===== config.mk =====
export PLATFORM = sky130hd
export DESIGN_NAME = cache_ctrl_flat
export DESIGN_NICKNAME = d
export VERILOG_FILES = /design/src/hw/cmem_pkg.sv /design/src/hw/dram_req_if.sv /design/src/hw/cache_ctrl.sv /design/src/flat_wrapper.sv
export SDC_FILE = /design/constraint.sdc
export NUM_CORES = 1
export LEC_CHECK = 0
export ABC_CLOCK_PERIOD_IN_PS = 5000
export BUFFER_PORTS_ARGS = -buffer_cell sky130_fd_sc_hd__buf_2
export CORE_ASPECT_RATIO = 1.5
export CORE_MARGIN = 2
export CORE_UTILIZATION = 45
export DETAILED_ROUTE_END_ITERATION = 8
export PLACE_DENSITY_LB_ADDON = 0.1
export SETUP_SLACK_MARGIN = 0.2
export SLEW_MARGIN = 20
export SYNTH_ARGS = -nofsm -noshare
export SYNTH_HDL_FRONTEND = slang
export SYNTH_SLANG_ARGS = --single-unit

===== constraint.sdc =====
create_clock -name i_clk -period 5 [get_ports i_clk]
set_clock_uncertainty 0.05 [all_clocks]
set_input_delay 0.75 -clock i_clk [delete_from_list [all_inputs] [get_ports i_clk]]
set_output_delay 0.75 -clock i_clk [all_outputs]
set_load 0.03 [all_outputs]

===== src/hw/cmem_pkg.sv =====
`default_nettype none

package cmem_pkg;

  // processor side
  localparam int ADDR_WIDTH = 32;
  localparam int WORD_WIDTH = 32;
  localparam int BE_WIDTH   = 4;

  // line and dram beat
  localparam int LINE_WIDTH     = 128;
  localparam int WORDS_PER_LINE = 4;

  // address fields
  localparam int OFFSET_LSB    = 2;
  localparam int OFFSET_MSB    = 3;
  localparam int LINE_LSB      = OFFSET_MSB + 1;  // first bit above the word offset
  localparam int INDEX_WIDTH   = 6;               // 64 lines
  localparam int TAG_LSB       = LINE_LSB + INDEX_WIDTH;
  localparam int TAG_WIDTH     = 4;               // bits 13:10
  localparam int MEM_LINE_BITS = 10;              // 16 KiB backing store

  // dram model timing
  localparam int READ_LATENCY    = 15;
  localparam int CALIB_CYCLES    = 8;
  localparam int LAT_CNT_WIDTH   = 4;
  localparam int CALIB_CNT_WIDTH = 4;

  typedef enum logic [2:0] {
    wait_calib,
    idle,
    lookup,       // read result from the tag compare
    write_issue,
    read_issue,
    read_wait,
    fill          // first cycle after a line install
  } ctrl_state_t;

endpackage

`default_nettype wire


===== src/hw/dram_req_if.sv =====
`default_nettype none

interface dram_req_if
  import cmem_pkg::*;
();

  // request side, strobes last one cycle
  logic                  req_ren;
  logic                  req_wen;
  logic [ADDR_WIDTH-1:0] req_addr;
  logic [WORD_WIDTH-1:0] req_wdata;
  logic [BE_WIDTH-1:0]   req_be;

  // response side
  logic                  rsp_valid;  // single pulse per read
  logic [LINE_WIDTH-1:0] rsp_line;
  logic                  ready;      // calibration done
  logic                  busy;       // read in flight

  modport ctrl (
    output req_ren, req_wen, req_addr, req_wdata, req_be,
    input  rsp_valid, ready, busy
  );

  modport mem (
    input  req_ren, req_wen, req_addr, req_wdata, req_be,
    output rsp_valid, rsp_line, ready, busy
  );

  // cache installs the returned line at the request address
  modport cache (
    input rsp_line, req_addr
  );

endinterface

`default_nettype wire


===== src/hw/cache_ctrl.sv =====
`default_nettype none

module cache_ctrl
  import cmem_pkg::*;
(
  input  logic                  i_clk,
  input  logic                  i_rst,
  input  logic                  i_ren,
  input  logic [BE_WIDTH-1:0]   i_be,
  input  logic [ADDR_WIDTH-1:0] i_addr,
  input  logic [WORD_WIDTH-1:0] i_wdata,
  output logic                  o_stall,
  output logic                  o_lookup,
  output logic                  o_write,
  output logic                  o_install,
  input  logic                  i_hit,
  dram_req_if.ctrl              dram
);

  ctrl_state_t state;
  ctrl_state_t state_nxt;

  logic [ADDR_WIDTH-1:0] addr_q;
  logic [WORD_WIDTH-1:0] wdata_q;
  logic [BE_WIDTH-1:0]   be_q;

  logic is_write;
  logic can_accept;
  logic accept;
  logic dram_free;

  assign is_write  = |i_be;
  assign dram_free = dram.ready && !dram.busy;

  // a read hit frees the port in the same cycle its result shows up
  assign can_accept = (state == idle) || (state == fill) ||
                      ((state == lookup) && i_hit);
  assign accept     = can_accept && (i_ren || is_write);

  assign o_stall   = !can_accept;
  assign o_lookup  = accept;
  assign o_write   = accept && is_write;
  assign o_install = (state == read_wait) && dram.rsp_valid;  // line only valid now

  assign dram.req_ren   = (state == read_issue) && dram_free;
  assign dram.req_wen   = (state == write_issue) && dram_free;
  assign dram.req_addr  = addr_q;
  assign dram.req_wdata = wdata_q;
  assign dram.req_be    = be_q;

  always_comb begin
    state_nxt = state;
    case (state)
      wait_calib: begin
        if (dram.ready) state_nxt = idle;
      end
      idle, fill, lookup: begin
        if ((state == lookup) && !i_hit) begin
          state_nxt = read_issue;  // miss, go fetch the line
        end else if (accept) begin
          state_nxt = is_write ? write_issue : lookup;
        end else begin
          state_nxt = idle;
        end
      end
      write_issue: begin
        if (dram_free) state_nxt = idle;
      end
      read_issue: begin
        if (dram_free) state_nxt = read_wait;
      end
      read_wait: begin
        if (dram.rsp_valid) state_nxt = fill;
      end
      default: state_nxt = wait_calib;
    endcase
  end

  always_ff @(posedge i_clk) begin
    if (i_rst) begin
      state <= wait_calib;
    end else begin
      state <= state_nxt;
    end
  end

  // request held for the dram side
  always_ff @(posedge i_clk) begin
    if (accept) begin
      addr_q  <= i_addr;
      wdata_q <= i_wdata;
      be_q    <= i_be;   // zero for reads
    end
  end

endmodule

`default_nettype wire


===== src/flat_wrapper.sv =====
// flat-port wrapper written by rule: the top's interface ports become plain ports
module cache_ctrl_flat import cmem_pkg::*;
  (i_clk, i_rst, i_ren, i_be, i_addr, i_wdata, o_stall, o_lookup, o_write, o_install, i_hit, dram_req_ren, dram_req_wen, dram_req_addr, dram_req_wdata, dram_req_be, dram_rsp_valid, dram_ready, dram_busy);
  dram_req_if dram_i ();
  input  logic i_clk;
  input  logic i_rst;
  input  logic i_ren;
  input  logic [BE_WIDTH-1:0] i_be;
  input  logic [ADDR_WIDTH-1:0] i_addr;
  input  logic [WORD_WIDTH-1:0] i_wdata;
  output logic o_stall;
  output logic o_lookup;
  output logic o_write;
  output logic o_install;
  input  logic i_hit;
  output wire logic [$bits(dram_i.req_ren)-1:0] dram_req_ren;
  output wire logic [$bits(dram_i.req_wen)-1:0] dram_req_wen;
  output wire logic [$bits(dram_i.req_addr)-1:0] dram_req_addr;
  output wire logic [$bits(dram_i.req_wdata)-1:0] dram_req_wdata;
  output wire logic [$bits(dram_i.req_be)-1:0] dram_req_be;
  input wire logic [$bits(dram_i.rsp_valid)-1:0] dram_rsp_valid;
  input wire logic [$bits(dram_i.ready)-1:0] dram_ready;
  input wire logic [$bits(dram_i.busy)-1:0] dram_busy;
  assign dram_req_ren = dram_i.req_ren;
  assign dram_req_wen = dram_i.req_wen;
  assign dram_req_addr = dram_i.req_addr;
  assign dram_req_wdata = dram_i.req_wdata;
  assign dram_req_be = dram_i.req_be;
  assign dram_i.rsp_valid = dram_rsp_valid;
  assign dram_i.ready = dram_ready;
  assign dram_i.busy = dram_busy;
  cache_ctrl u_core (.i_clk(i_clk), .i_rst(i_rst), .i_ren(i_ren), .i_be(i_be), .i_addr(i_addr), .i_wdata(i_wdata), .o_stall(o_stall), .o_lookup(o_lookup), .o_write(o_write), .o_install(o_install), .i_hit(i_hit), .dram(dram_i));
endmodule

# [After elaboration in Yosys (flattened, before gate mapping)]
# Index checks and enable logic that the tools add are counted.
[classes] eq_ne=10 n_mux=8 reduce_logical=18
[op_table] op="two-way mux 3 bit" n=6
[op_table] op="case mux 3 bit (5 select lines)" n=1
[op_table] op="== test 3 bit, second input constant" n=3
[op_table] op="logical AND 1 bit" n=8
[op_table] op="== test 3 x 2 -> 1 bit, second input constant" n=2
[op_table] op="inequality test 2 x 1 -> 1 bit, second input constant" n=2
[op_table] op="inequality test 2 bit, second input constant" n=2
[op_table] op="AND reduction 4 bit" n=1
[op_table] op="OR reduction 4 bit" n=1
[op_table] op="== test 3 x 1 -> 1 bit, second input constant" n=1
[op_table] op="zero test 1 bit" n=3
[op_table] op="zero test 3 bit" n=1
[op_table] op="logical OR 1 bit" n=3
[op_table] op="OR reduction 3 bit" n=1
[op_table] op="two-way mux 1 bit" n=1
[totals] in_bits=75 ff_bits=71 output_inout_bits=74 word_cells=40

# [Longest topological paths before layout]
# Gate-level depths: netlist of run 1.
[logic_depth] depth_word=7 mapped_depth=5 mapped_depth_nobuf=4

# [Least setup slack after synthesis of run 1]
# OpenSTA, ideal clock, no wires.
[synth_path] kind="input port to output port" startpoint="input i_hit" endpoint="output o_lookup" path_buffers=0 path_slack_ns=1.797 t_required_ns=4.200 cell_stages=3 t_arrival_ns=2.403 path_cell_list="nor2_1 -> o22a_2 -> a21oi_4"
[synth_via] elab_chain_len=3
[synth_lines] element="start: declaration" line_no="flat_wrapper.sv:15" source="input logic i_hit;"
[synth_lines] element="logical AND 1 bit" line_no="cache_ctrl.sv:37" source="((state == lookup) && i_hit);"
[synth_lines] element="logical OR 1 bit" line_no="cache_ctrl.sv:36" source="assign can_accept = (state == idle) || (state == fill) ||"
[synth_lines] element="logical AND 1 bit" line_no="cache_ctrl.sv:38" source="assign accept = can_accept && (i_ren || is_write);"
[synth_lines] element="end: declaration" line_no="flat_wrapper.sv:12" source="output logic o_lookup;"
# No other way between the ends.

# [Worst setup path after layout of run 1]
[layout_path] startpoint="register u_core.state[0]" endpoint="output o_lookup"
[layout_via] elab_chain_len=4 word_cells_on_any_way=7 classes_between="eq/ne (3); reduce/logical (4)"
[layout_lines] element="start: declaration" line_no="cache_ctrl.sv:20" source="ctrl_state_t state;"
[layout_lines] element="start signal: assignment" line_no="cache_ctrl.sv:81" source="state <= wait_calib;"
[layout_lines] element="start signal: assignment" line_no="cache_ctrl.sv:83" source="state <= state_nxt;"
[layout_lines] element="== test 3 x 1 -> 1 bit, or another cell as far along" line_no="cache_ctrl.sv:36"
[layout_lines] element="logical OR 1 bit or logical AND 1 bit (tied branches)" line_no="cache_ctrl.sv:36, cache_ctrl.sv:37"
[layout_lines] element="logical OR 1 bit *" line_no="cache_ctrl.sv:36"
[layout_lines] element="logical AND 1 bit *" line_no="cache_ctrl.sv:38"
# Every way passes the cells marked *; elsewhere a longest branch is shown, timed or not.

==> summary.md, run 1 <==
| Metric | Value |
|---|---|
| Status | complete, no violations |
| GP Congestion | 0.742 |
| Relative slew margins | 44.8% |
| Setup bufs post-CTS | 0 |
| Hold crit path type | in -> reg |
| Total power | 1.58 mW |
| Total CTS buffers | 9 |
| Max-Cap Viols | 0 |
| Crit path time final | 2.45 ns |
| DP HPWL | 3310 µm |
| Fill count | 399 |
| Antenna violations before repair | 0 |
| Sequential power share | 49.9% |
| Top cell type's share of synthesized area | about 87% |
| Hold_buf cts | 0 |
| Die Area | 5820 µm² |
| CTS tree | yes |
| FFs w/ async S/R, synth | 0% |
| Gr usage total | 16.1% |
| Dominant cell type by area after synthesis | edfxtp_1 |
| Mapped Cells | 109 |
| Largest net degree at the start of global routing | 70 |
| Gate power share | 23.2% |
| Dpl cell area | approximately 3200 µm² |
| Min Hold Slack | 0.531 ns |
| CP Capture Type | output pin |
| Highest ir drop seen on vdd | 0.309 mV |
| Startpoint class of the critical path | flop |
| Die Y | 92.4 µm |
| Endpoints failing setup | 0 |
| Via density | 4.48 |
| Worst Hold Depth | 1 |
| Drc violations | 0 |
| Worst Tran Pin Value | 0.829 ns |
| Ports | ~150 |
| Area grow syn2layout | 43.4% |
| Diode count | 0 |
| Critical Path RT | 4.20 ns |
| Net Sw Frac | between 30% and 40% |
| Mean routed wirelength per cell | 13.3 µm |
| Final Cycle Share | 49.0% |
| Congestion Overflow GR | 0 |
| Drt total wl | 4550 µm |
| Worst-path clk slew | 0.07 ns |
| Nets@finish | about 340 |
| RSZ-0062 raised after global routing | false |
| Core box area | 5080 µm² |
| Layout cells sized above 1 | 61.2% |
| Post-Syn Area | 2340 µm² |
| Hold Path End | u_core.dram.req_wdata[29] |
| R2R setup slack | 2.77 ns |
| Most frequent cell after synthesis | edfxtp_1 |
| Predominant post-synthesis flop cell | edfxtp_1 |
| Clock network power share | 26.9% |
| Pins Over Slew Limit | 0 |
| Post-route cell area | around 3400 µm² |
| Initial DRC Count | 31 |
| Initial core utilization | 46.1% |
| Crit-path max FO | 13 |
| Number of synthesized register bits | 71 |
| Antenna violation net count after detailed routing | 0 |
| Clock sink total | just over 70 |
| Clock H-tree levels | 3 |
| # rows | 32 |
| Post-synthesis sequential area ratio | 89.6% |
| Setup CP Type | reg -> out |
| R2R depth | 4 |
| Root Driver | clkbuf_8 |
| Number of flops mapped to enable cells by yosys | around 70 |
| RR Endpoint | u_core.dram.req_wdata[10] |
| Final hold violation count | 0 |
| Clk Latency, worst-skew pair | 0.33 ns |
| Fin cells | 341 |
| Final Util | 66.1% |
| Placed instance count | approximately 330 |
| Die Width | about 63 µm |
| R2R Path Start | u_core.state[0] |
| Longest Clk Path Bufs | 2 |
| Post-CTS sizing | 0 |
| Synth unique cells | 24 |
| Sw power | 495 µW |
| Synth Warn # | 0 |
| Leak | 1.45 nW |
| Pre-CTS setup slack | 2.63 ns |
| Int Pwr | 1.09 mW |
| First-pass GRT wire length | 6740 µm |
| Post-synthesis net count | 184 |
| Leading post-synthesis cells by cell area | edfxtp_1 (87%), dfxtp_1 (2.6%), nand2b_1 (1.1%), nor2_1 (0.96%), nor4_4 (0.91%) |
| Critical Path AT | 1.65 ns |
| Commonest cells in the netlist | edfxtp_1 (68), nor2_1 (6), nand2b_1 (4) |
| Min-Delay Startpoint | i_wdata[29] |
| Power Density | around 470 nW/µm² |
| Port buffer count | 148 |
| Setup TNS Final | 0 ns |
| Syn Area/Cell | 21.5 µm² |
| Setup ws final | 2.55 ns |
| Via Count | approximately 1,500 |
| Initial DRT Pass Iterations | 4 |
| Via count of the first global-routing pass | around 1,400 |
| Highest clock rate | 408 MHz |
## logic make-up after synthesis
group | after synthesis | share of synthesized area (%)
AO/OA/AOI/OAI | 12 | 4.00
flip-flops | 71 | 89.6
buffers and inverters | 3 | 0.534
AND/OR/NAND/NOR | 23 | 5.82
## metal layers
layer  wire length (µm)  track usage (%)  vias up
met3                417             6.32       14
met4                154             10.7        0
met5                  0                0        -
met1               1610             17.5      678
met2               2370             25.9       93
li1                   -                -      744
## cell type report
type                    instances  area [µm²]  share of cell area, %
repair buffers                149         748                   22.3
flip-flops and latches         71        2100                   62.5
clock buffers                  10         128                   3.80
multi-input cells              35         230                   6.85
inverters                       2        7.51                  0.223
clock inverters                 6        61.3                   1.82
well taps                      68        85.1                   2.53
## power groups by stage
stage                     clock network, mW  registers, mW  logic, mW
after global placement                    0          0.802      0.371
after CTS                             0.439          0.791      0.372
after detailed placement                  0          0.804      0.371
final                                 0.426          0.790      0.368
after floorplan                           0          0.974     0.0792
after global routing                  0.458          0.800      0.389
## critical path, cell delays in order, from the launching register on
cell and delay [ns]:
dfxtp_1 0.54, nand2b_1 0.18, o22a_2 0.27, a21oi_4 0.12
buf_2 0.21
## state kept, by name (all words and copies together) (netlist names)
| signal | count |
|---|---|
| u_core.dram.req_addr | 32 |
| u_core.dram.req_be | 4 |
| u_core.dram.req_wdata | 32 |
| u_core.state | 3 |
## worst max path at each step
stage	from	to	slack, ns
after detailed placement	i_hit	u_core.dram.req_addr[29]	2.63
final	u_core.state[0]	o_lookup	2.55
after CTS	u_core.state[0]	o_lookup	2.53
after floorplan	i_hit	o_lookup	1.80
after global routing	u_core.state[0]	o_lookup	2.44
after global placement	i_hit	u_core.dram.req_wdata[26]	2.63
## placed cells by master (no fill, tap or decap)
cell / n
o211a_1: 1
clkbuf_1: 1
nor3b_1: 1
inv_1: 2
nor3_1: 1
buf_2: 148
nor2_1: 6
o22a_2: 1
o21ai_0: 2
clkinvlp_4: 1
nand2_1: 3
a21oi_1: 3
clkinv_4: 1
dfxtp_1: 3
bufinv_16: 1
nand2b_1: 4
clkbuf_8: 9
and3b_1: 1
edfxtp_1: 68
a21o_1: 1
buf_4: 1
clkinv_2: 3
o22ai_1: 1
nand3_1: 2
nor4_4: 1
o221ai_1: 1
or3_1: 1
a41o_1: 1
a21oi_4: 1
and2_1: 1
nor2b_1: 2
Note: power is estimated with default switching activity, not from simulation.
==> run 2: changes to the inputs <==
- ABC_AREA: not set -> 1
- ABC_CLOCK_PERIOD_IN_PS: 5000 -> 2300
- CORE_UTILIZATION: 45 -> 42
- clock period: 5 -> 2.3 ns (I/O delays scaled with it)
==> run 2 against run 1 <==
Largest power group unchanged. Final area rose by 0.22%. Register-to-register slack got worse by 2.1 ns. Global-route usage rose by 1.1 points. Sequential power rose to 2.7 times the previous value. Combinational power rose to 5.3 times the previous value. Hold slack got worse by 0.41 ns. Setup slack got worse by 2.1 ns. Synthesized cell count rose by 16%. Flip-flop and latch count did not move. First-iteration DRC count rose by 110%. Critical path type unchanged.
==> summary.md, run 2 <==
| Metric | Value |
|---|---|
| Commonest cells in the netlist | edfxtp_1 (68), nand2_1 (14), nor2_1 (14) |
| Ports | 149 (unchanged) |
| Synth Warn # | 0 (unchanged) |
| Setup CP Type | reg -> out |
| Setup bufs post-CTS | 0 (unchanged) |
| Nets@finish | 362 (+5.5%) |
| Clock sink total | 71 (unchanged) |
| Mapped Cells | 126 (+16%) |
| Power Density | 1460 nW/µm² (+210%) |
| Final hold violation count | 0 (unchanged) |
| Antenna violations before repair | 0 (unchanged) |
| Max-Cap Viols | 0 (unchanged) |
| Worst Tran Pin Value | 0.323 ns (-0.506 ns) |
| Gr usage total | 17.2% (+1.1 points) |
| Post-CTS sizing | 0 (unchanged) |
| RSZ-0062 raised after global routing | false |
| Crit path time final | 1.86 ns |
| Crit-path max FO | 8 (-5) |
| Worst Hold Depth | 1 (unchanged) |
| Die Area | 6210 µm² (+6.8%) |
| Status | complete, no violations |
| First-pass GRT wire length | 7400 µm (+9.7%) |
| Largest net degree at the start of global routing | 28 (-60%) |
| Number of synthesized register bits | 71 (unchanged) |
| Congestion Overflow GR | 0 (unchanged) |
| Layout cells sized above 1 | 60.3% (-0.90 points) |
| FFs w/ async S/R, synth | 0% (unchanged) |
| Initial core utilization | 43.3% (-2.8 points) |
| Net Sw Frac | 41.8% (+10 points) |
| Relative slew margins | 78.5% (+34 points) |
| Die Y | 95.5 µm (+3.4%) |
| Sw power | 2.06 mW (+320%) |
| Setup ws final | 0.444 ns (-2.11 ns) |
| Final Cycle Share | 80.7% |
| Highest clock rate | between 500 and 600 MHz |
| Gate power share | 39.5% (+16 points) |
| GP Congestion | 0.760 (+2.4%) |
| Core box area | 5410 µm² (+6.4%) |
| Post-synthesis sequential area ratio | 89.6% (unchanged) |
| Dominant cell type by area after synthesis | edfxtp_1 |
| Clk Latency, worst-skew pair | 0.33 ns (about the same) |
| Syn Area/Cell | 18.6 µm² (-13%) |
| Endpoints failing setup | 0 (unchanged) |
| Number of flops mapped to enable cells by yosys | 68 (unchanged) |
| CP Capture Type | output pin |
| Predominant post-synthesis flop cell | edfxtp_1 |
| Highest ir drop seen on vdd | 0.661 mV (+110%) |
| Dpl cell area | 3200 µm² (+0.99%) |
| Hold_buf cts | 0 (unchanged) |
| Total power | 4.92 mW (+210%) |
| Sequential power share | 43.8% (-6.1 points) |
| Drc violations | 0 (unchanged) |
| Mean routed wirelength per cell | 14.6 µm (+9.5%) |
| Port buffer count | 148 (unchanged) |
| Via count of the first global-routing pass | 1,470 (+3.4%) |
| DP HPWL | 4140 µm (+25%) |
| Top cell type's share of synthesized area | 87.1% (unchanged) |
| Synth unique cells | 14 (-42%) |
| Leading post-synthesis cells by cell area | edfxtp_1 (87%), dfxtp_1 (2.6%), nand2_1 (2.2%), nor2_1 (2.2%), inv_1 (1.9%) |
| Antenna violation net count after detailed routing | 0 (unchanged) |
| Hold crit path type | in -> reg |
| Clock network power share | 16.7% (-10 points) |
| Die Width | 65.0 µm (+3.3%) |
| Commonest non-fill, non-tap cells in the layout | buf_2 (148), edfxtp_1 (68), nand2_1 (14), inv_1 (11), nor2_1 (11) |
| Post-Syn Area | 2340 µm² (unchanged) |
| Post-synthesis net count | 201 (+9.2%) |
| Post-route cell area | 3370 µm² (+0.22%) |
| Pins Over Slew Limit | 0 (unchanged) |
| Most common cell after layout, fill and taps aside | buf_2 |
| # rows | 33 (+3.1%) |
| Longest Clk Path Bufs | 2 (unchanged) |
| Most frequent cell after synthesis | edfxtp_1 |
| Initial DRC Count | 66 (+110%) |
| Clock H-tree levels | 3 (unchanged) |
| Critical Path RT | 1.90 ns (-2.30 ns) |
| Total CTS buffers | 9 (unchanged) |
| Leak | 1.49 nW (+2.4%) |
| Initial DRT Pass Iterations | 4 (unchanged) |
| Critical Path AT | 1.46 ns (-0.19 ns) |
| Via Count | 1,615 (+5.6%) |
| Area grow syn2layout | 43.7% |
| R2R depth | 5 (+1) |
| Via density | 4.46 (-0.50%) |
| Drt total wl | 5290 µm (+16%) |
| Setup TNS Final | 0 ns (unchanged) |
| CTS tree | yes |
| Worst-path clk slew | 0.07 ns (about the same) |
| Diode count | 0 (unchanged) |
| Startpoint class of the critical path | flop |
| Pre-CTS setup slack | 0.720 ns (-1.90 ns) |
| Int Pwr | 2.87 mW (+160%) |
| Root Driver | clkbuf_8 |
==> run 2: changes by cell type after synthesis, moves of 2 or more <==
| cell | delta |
|---|---|
| nand2_1 | +11 |
| inv_1 | +10 |
| nor2_1 | +8 |
| nand2b_1 | -4 |
| a31oi_1 | +2 |
| nand4_1 | +2 |
| nor2b_1 | -2 |
==> run 2: worst max-delay path: stages (launching register included) <==
cell,delay (ns)
dfxtp_2,0.43
nand2_1,0.09
o21ai_2,0.17
inv_1,0.08
a31oi_1,0.14
buf_2,0.22
==> run 2: stage by stage <==
step,hold WS (ns),instances,util (%)
after detailed placement,0.454,346,59.2
after floorplan,0.357,126,-
after global routing,0.109,362,62.3
after global placement,0.447,346,59.2
after CTS,0.110,362,62.3
final,0.123,362,62.3
==> run 2: final timing paths <==
kind / end / slack (ns) / from
worst max-delay path: o_write / 0.44 / u_core.state[1]
worst min-delay path: u_core.dram.req_wdata[13] / 0.12 / i_wdata[13]
worst max register to register: u_core.dram.req_addr[2] / 0.71 / u_core.state[1]
worst min register to register: u_core.state[0] / 0.47 / u_core.state[0]
==> run 2: metal layers <==
metal	vias to the layer above	part of all wire, %	routed length, µm	GRT usage (%)
met5	-	0	0	0
met4	0	3.0	157	12.1
met3	13	8.3	440	4.72
met2	85	54	2860	30.4
met1	740	35	1830	17.3
li1	777	-	-	-
==> run 2: final cells by class <==
cell class | instances | area, µm²
clock buffer | 10 | 128
clock inverter | 6 | 37.5
fill | 445 | 2040
inverter | 12 | 48.8
multi-input combinational | 42 | 199
sequential | 71 | 2110
tap | 70 | 87.6
timing repair buffer | 151 | 763
==> run 2: kinds of logic (layout without fill, tap and decap cells) <==
logic type | count (synthesis) | after routing | synth area share, %
flops | 71 | 71 | 89.6
simple gates | 35 | 35 | 6.19
buf+inv | 13 | 179 | 2.40
compound gates | 7 | 7 | 1.76
==> run 2: power by group through the flow <==
| stage | logic, mW | registers (mW) | clock network (mW) |
|---|---|---|---|
| after floorplan | 0.450 | 3.09 | 0 |
| after global placement | 1.96 | 2.17 | 0 |
| after detailed placement | 1.96 | 2.19 | 0 |
| after CTS | 1.96 | 2.16 | 0.854 |
| after global routing | 2.05 | 2.20 | 0.911 |
| final | 1.94 | 2.16 | 0.824 |
==> run 3: changes to the inputs <==
- ABC_CLOCK_PERIOD_IN_PS: 2300 -> 1800
- clock period: 2.3 -> 1.8 ns (I/O delays scaled with it)
==> run 3 against run 2 <==
Critical path depth grew 1. Count of clock-buffer cells in the layout stayed put. Final area rose by 7.2%. Largest cell class unchanged.
==> summary.md, run 3 (synthesis gave the netlist of run 2 again) <==
| Metric | Value |
|---|---|
| Final Cycle Share | 92.5% |
| Antenna violation net count after detailed routing | 0 (unchanged) |
| Startpoint class of the critical path | flop |
| Met1 usage | 18.6% (+1.3 points) |
| Via count of the first global-routing pass | 1,465 (-0.34%) |
| Drt total wl | 5500 µm (+4.0%) |
| Setup CP Type | reg -> out |
| Busiest grt layer | met2 |
| Ports | 149 (unchanged) |
| Gr usage total | 16.9% (-0.38 points) |
| Diode count | 0 (unchanged) |
| Port buffer count | 148 (unchanged) |
| Die Y | 95.5 µm (unchanged) |
| Crit-path max FO | 4 (-4) |
| Final Util | 66.8% (+4.5 points) |
| Leak | 1.58 nW (+6.3%) |
| Pins Over Slew Limit | 0 (unchanged) |
| Critical Path AT | 1.34 ns (-0.12 ns) |
| Die Area | 6210 µm² (unchanged) |
| Largest net degree at the start of global routing | 19 (-32%) |
| Hold crit path type | in -> reg |
| Die Width | 65.0 µm (unchanged) |
| Hold Path End | u_core.dram.req_wdata[14] |
| Total power | 6.85 mW (+39%) |
| Mean routed wirelength per cell | 14.6 µm (about the same) |
| Highest clock rate | 601 MHz |
| Worst Hold Depth | 1 (unchanged) |
| # rows | 33 (unchanged) |
| Initial DRC Count | 51 (-23%) |
| Antenna violations before repair | 0 (unchanged) |
| CP Capture Type | output pin |
| Most common cell after layout, fill and taps aside | buf_2 |
| Worst Tran Pin Value | 0.194 ns (-0.128 ns) |
| Routing usage on met2 | 29.0% (-1.5 points) |
| Final hold violation count | 0 (unchanged) |
| GP Congestion | 0.763 (+0.41%) |
| Highest ir drop seen on vdd | 0.848 mV (+28%) |
| R2R depth | 7 (+2) |
| Max-Cap Viols | 0 (unchanged) |
| GR Util met3 | 5.79% (+1.1 points) |
| Longest Clk Path Bufs | 2 (unchanged) |
| DP HPWL | 4050 µm (-2.2%) |
| Status | complete, no violations |
| RR Endpoint | u_core.dram.req_addr[9] |
| Clock H-tree levels | 3 (unchanged) |
| R2R Path Start | u_core.state[1] |
| RSZ-0062 raised after global routing | true |
| Hold_buf cts | 0 (unchanged) |
| Drc violations | 0 (unchanged) |
| Power Density | 1900 nW/µm² (+30%) |
| Initial DRT Pass Iterations | 4 (unchanged) |
| Nets@finish | 376 (+3.9%) |
| Critical Path RT | 1.48 ns (-0.42 ns) |
| Via density | 4.44 (-0.39%) |
| Core box area | 5410 µm² (unchanged) |
| First-pass GRT wire length | 7210 µm (-2.5%) |
| R2R setup slack | 0.25 ns (-0.46 ns) |
| Layout cells sized above 1 | 64.7% (+4.4 points) |
| Relative slew margins | 87.0% (+8.5 points) |
| Clock sink total | 71 (unchanged) |
| Area grow syn2layout | 54.1% |
| Initial core utilization | 43.3% (unchanged) |
| Crit path time final | 1.66 ns |
| Via Count | 1,671 (+3.5%) |
| Congestion Overflow GR | 0 (unchanged) |
| CTS tree | yes |
| Worst-path clk slew | 0.07 ns (about the same) |
| Min-Delay Startpoint | i_wdata[14] |
| Min Hold Slack | 0.0523 ns (-0.0711 ns) |
| Commonest non-fill, non-tap cells in the layout | buf_2 (143), edfxtp_1 (68), buf_4 (15), nand2_1 (11), nor2_1 (10) |
| Total CTS buffers | 9 (unchanged) |
| Endpoints failing setup | 0 (unchanged) |
| Root Driver | clkbuf_8 |
| Clk Latency, worst-skew pair | 0.33 ns (about the same) |
## run 3: changes by cell type in the layout (fill, tap and decap cells not counted), sizes merged
| cell | before | now |
|---|---|---|
| bufinv | 0 | 1 |
| clkinvlp | 1 | 2 |
| buf | 151 | 165 |
| clkinv | 6 | 3 |
| inv | 11 | 12 |
## run 3: where the power goes
group,switching [mW],total [mW],internal (mW)
sequential,0.151,2.74,2.59
combinational,2.03,2.92,0.889
clock,0.553,1.19,0.635
## run 3: critical path, stage by stage (launching register included)
cell     delay, ns
dfxtp_4       0.37
nor2_4        0.12
nand2_2       0.08
o21ai_4       0.08
inv_2         0.06
a31oi_2       0.15
buf_6         0.15
## run 3: routing by layer
metal | routed length (µm) | up-vias
met1 | 1960 | 756
met3 | 503 | 13
met2 | 2920 | 98
met5 | 0 | -
met4 | 113 | 0
li1 | - | 804
## run 3: per-stage QoR
stage	cells	TNS [ns]	instance area [µm²]	worst slack (ns)
2_1_floorplan	126	-29.57	2370	-0.433
3_3_place_gp	349	0	3270	0.135
3_5_place_dp	349	0	3270	0.148
4_1_cts	371	0	3530	0.114
5_1_grt	376	0	3610	0.0872
6_report	376	0	3610	0.136
## run 3: how the worst max path moves through the flow
stage / startpoint / to / slack, ns / cells after the start
final: u_core.state[1] / o_write / 0.14 / 6
after global placement: i_be[1] / o_lookup / 0.14 / 6
after CTS: u_core.state[0] / o_write / 0.11 / 6
after global routing: u_core.state[1] / o_write / 0.09 / 6
after floorplan: u_core.state[1] / u_core.dram.req_addr[0] / -0.43 / 6
after detailed placement: i_be[1] / o_lookup / 0.15 / 6
## run 3: layout make-up
class	instances	area, µm²
Sequential cell	71	2110
Fill cell	410	1800
Timing Repair Buffer	165	933
Multi-Input combinational cell	42	243
Clock buffer	10	128
Tap cell	70	87.6
Clock inverter	6	60.1
Inverter	12	48.8
## run 3: what timing repair did
| item | 4_1_cts | 5_1_grt |
|---|---|---|
| pin swaps | 1 | 5 |
| endpoints found under the setup margin | 55 | 69 |
| resized for setup | 12 | 13 |
| setup buffers | 6 | 5 |
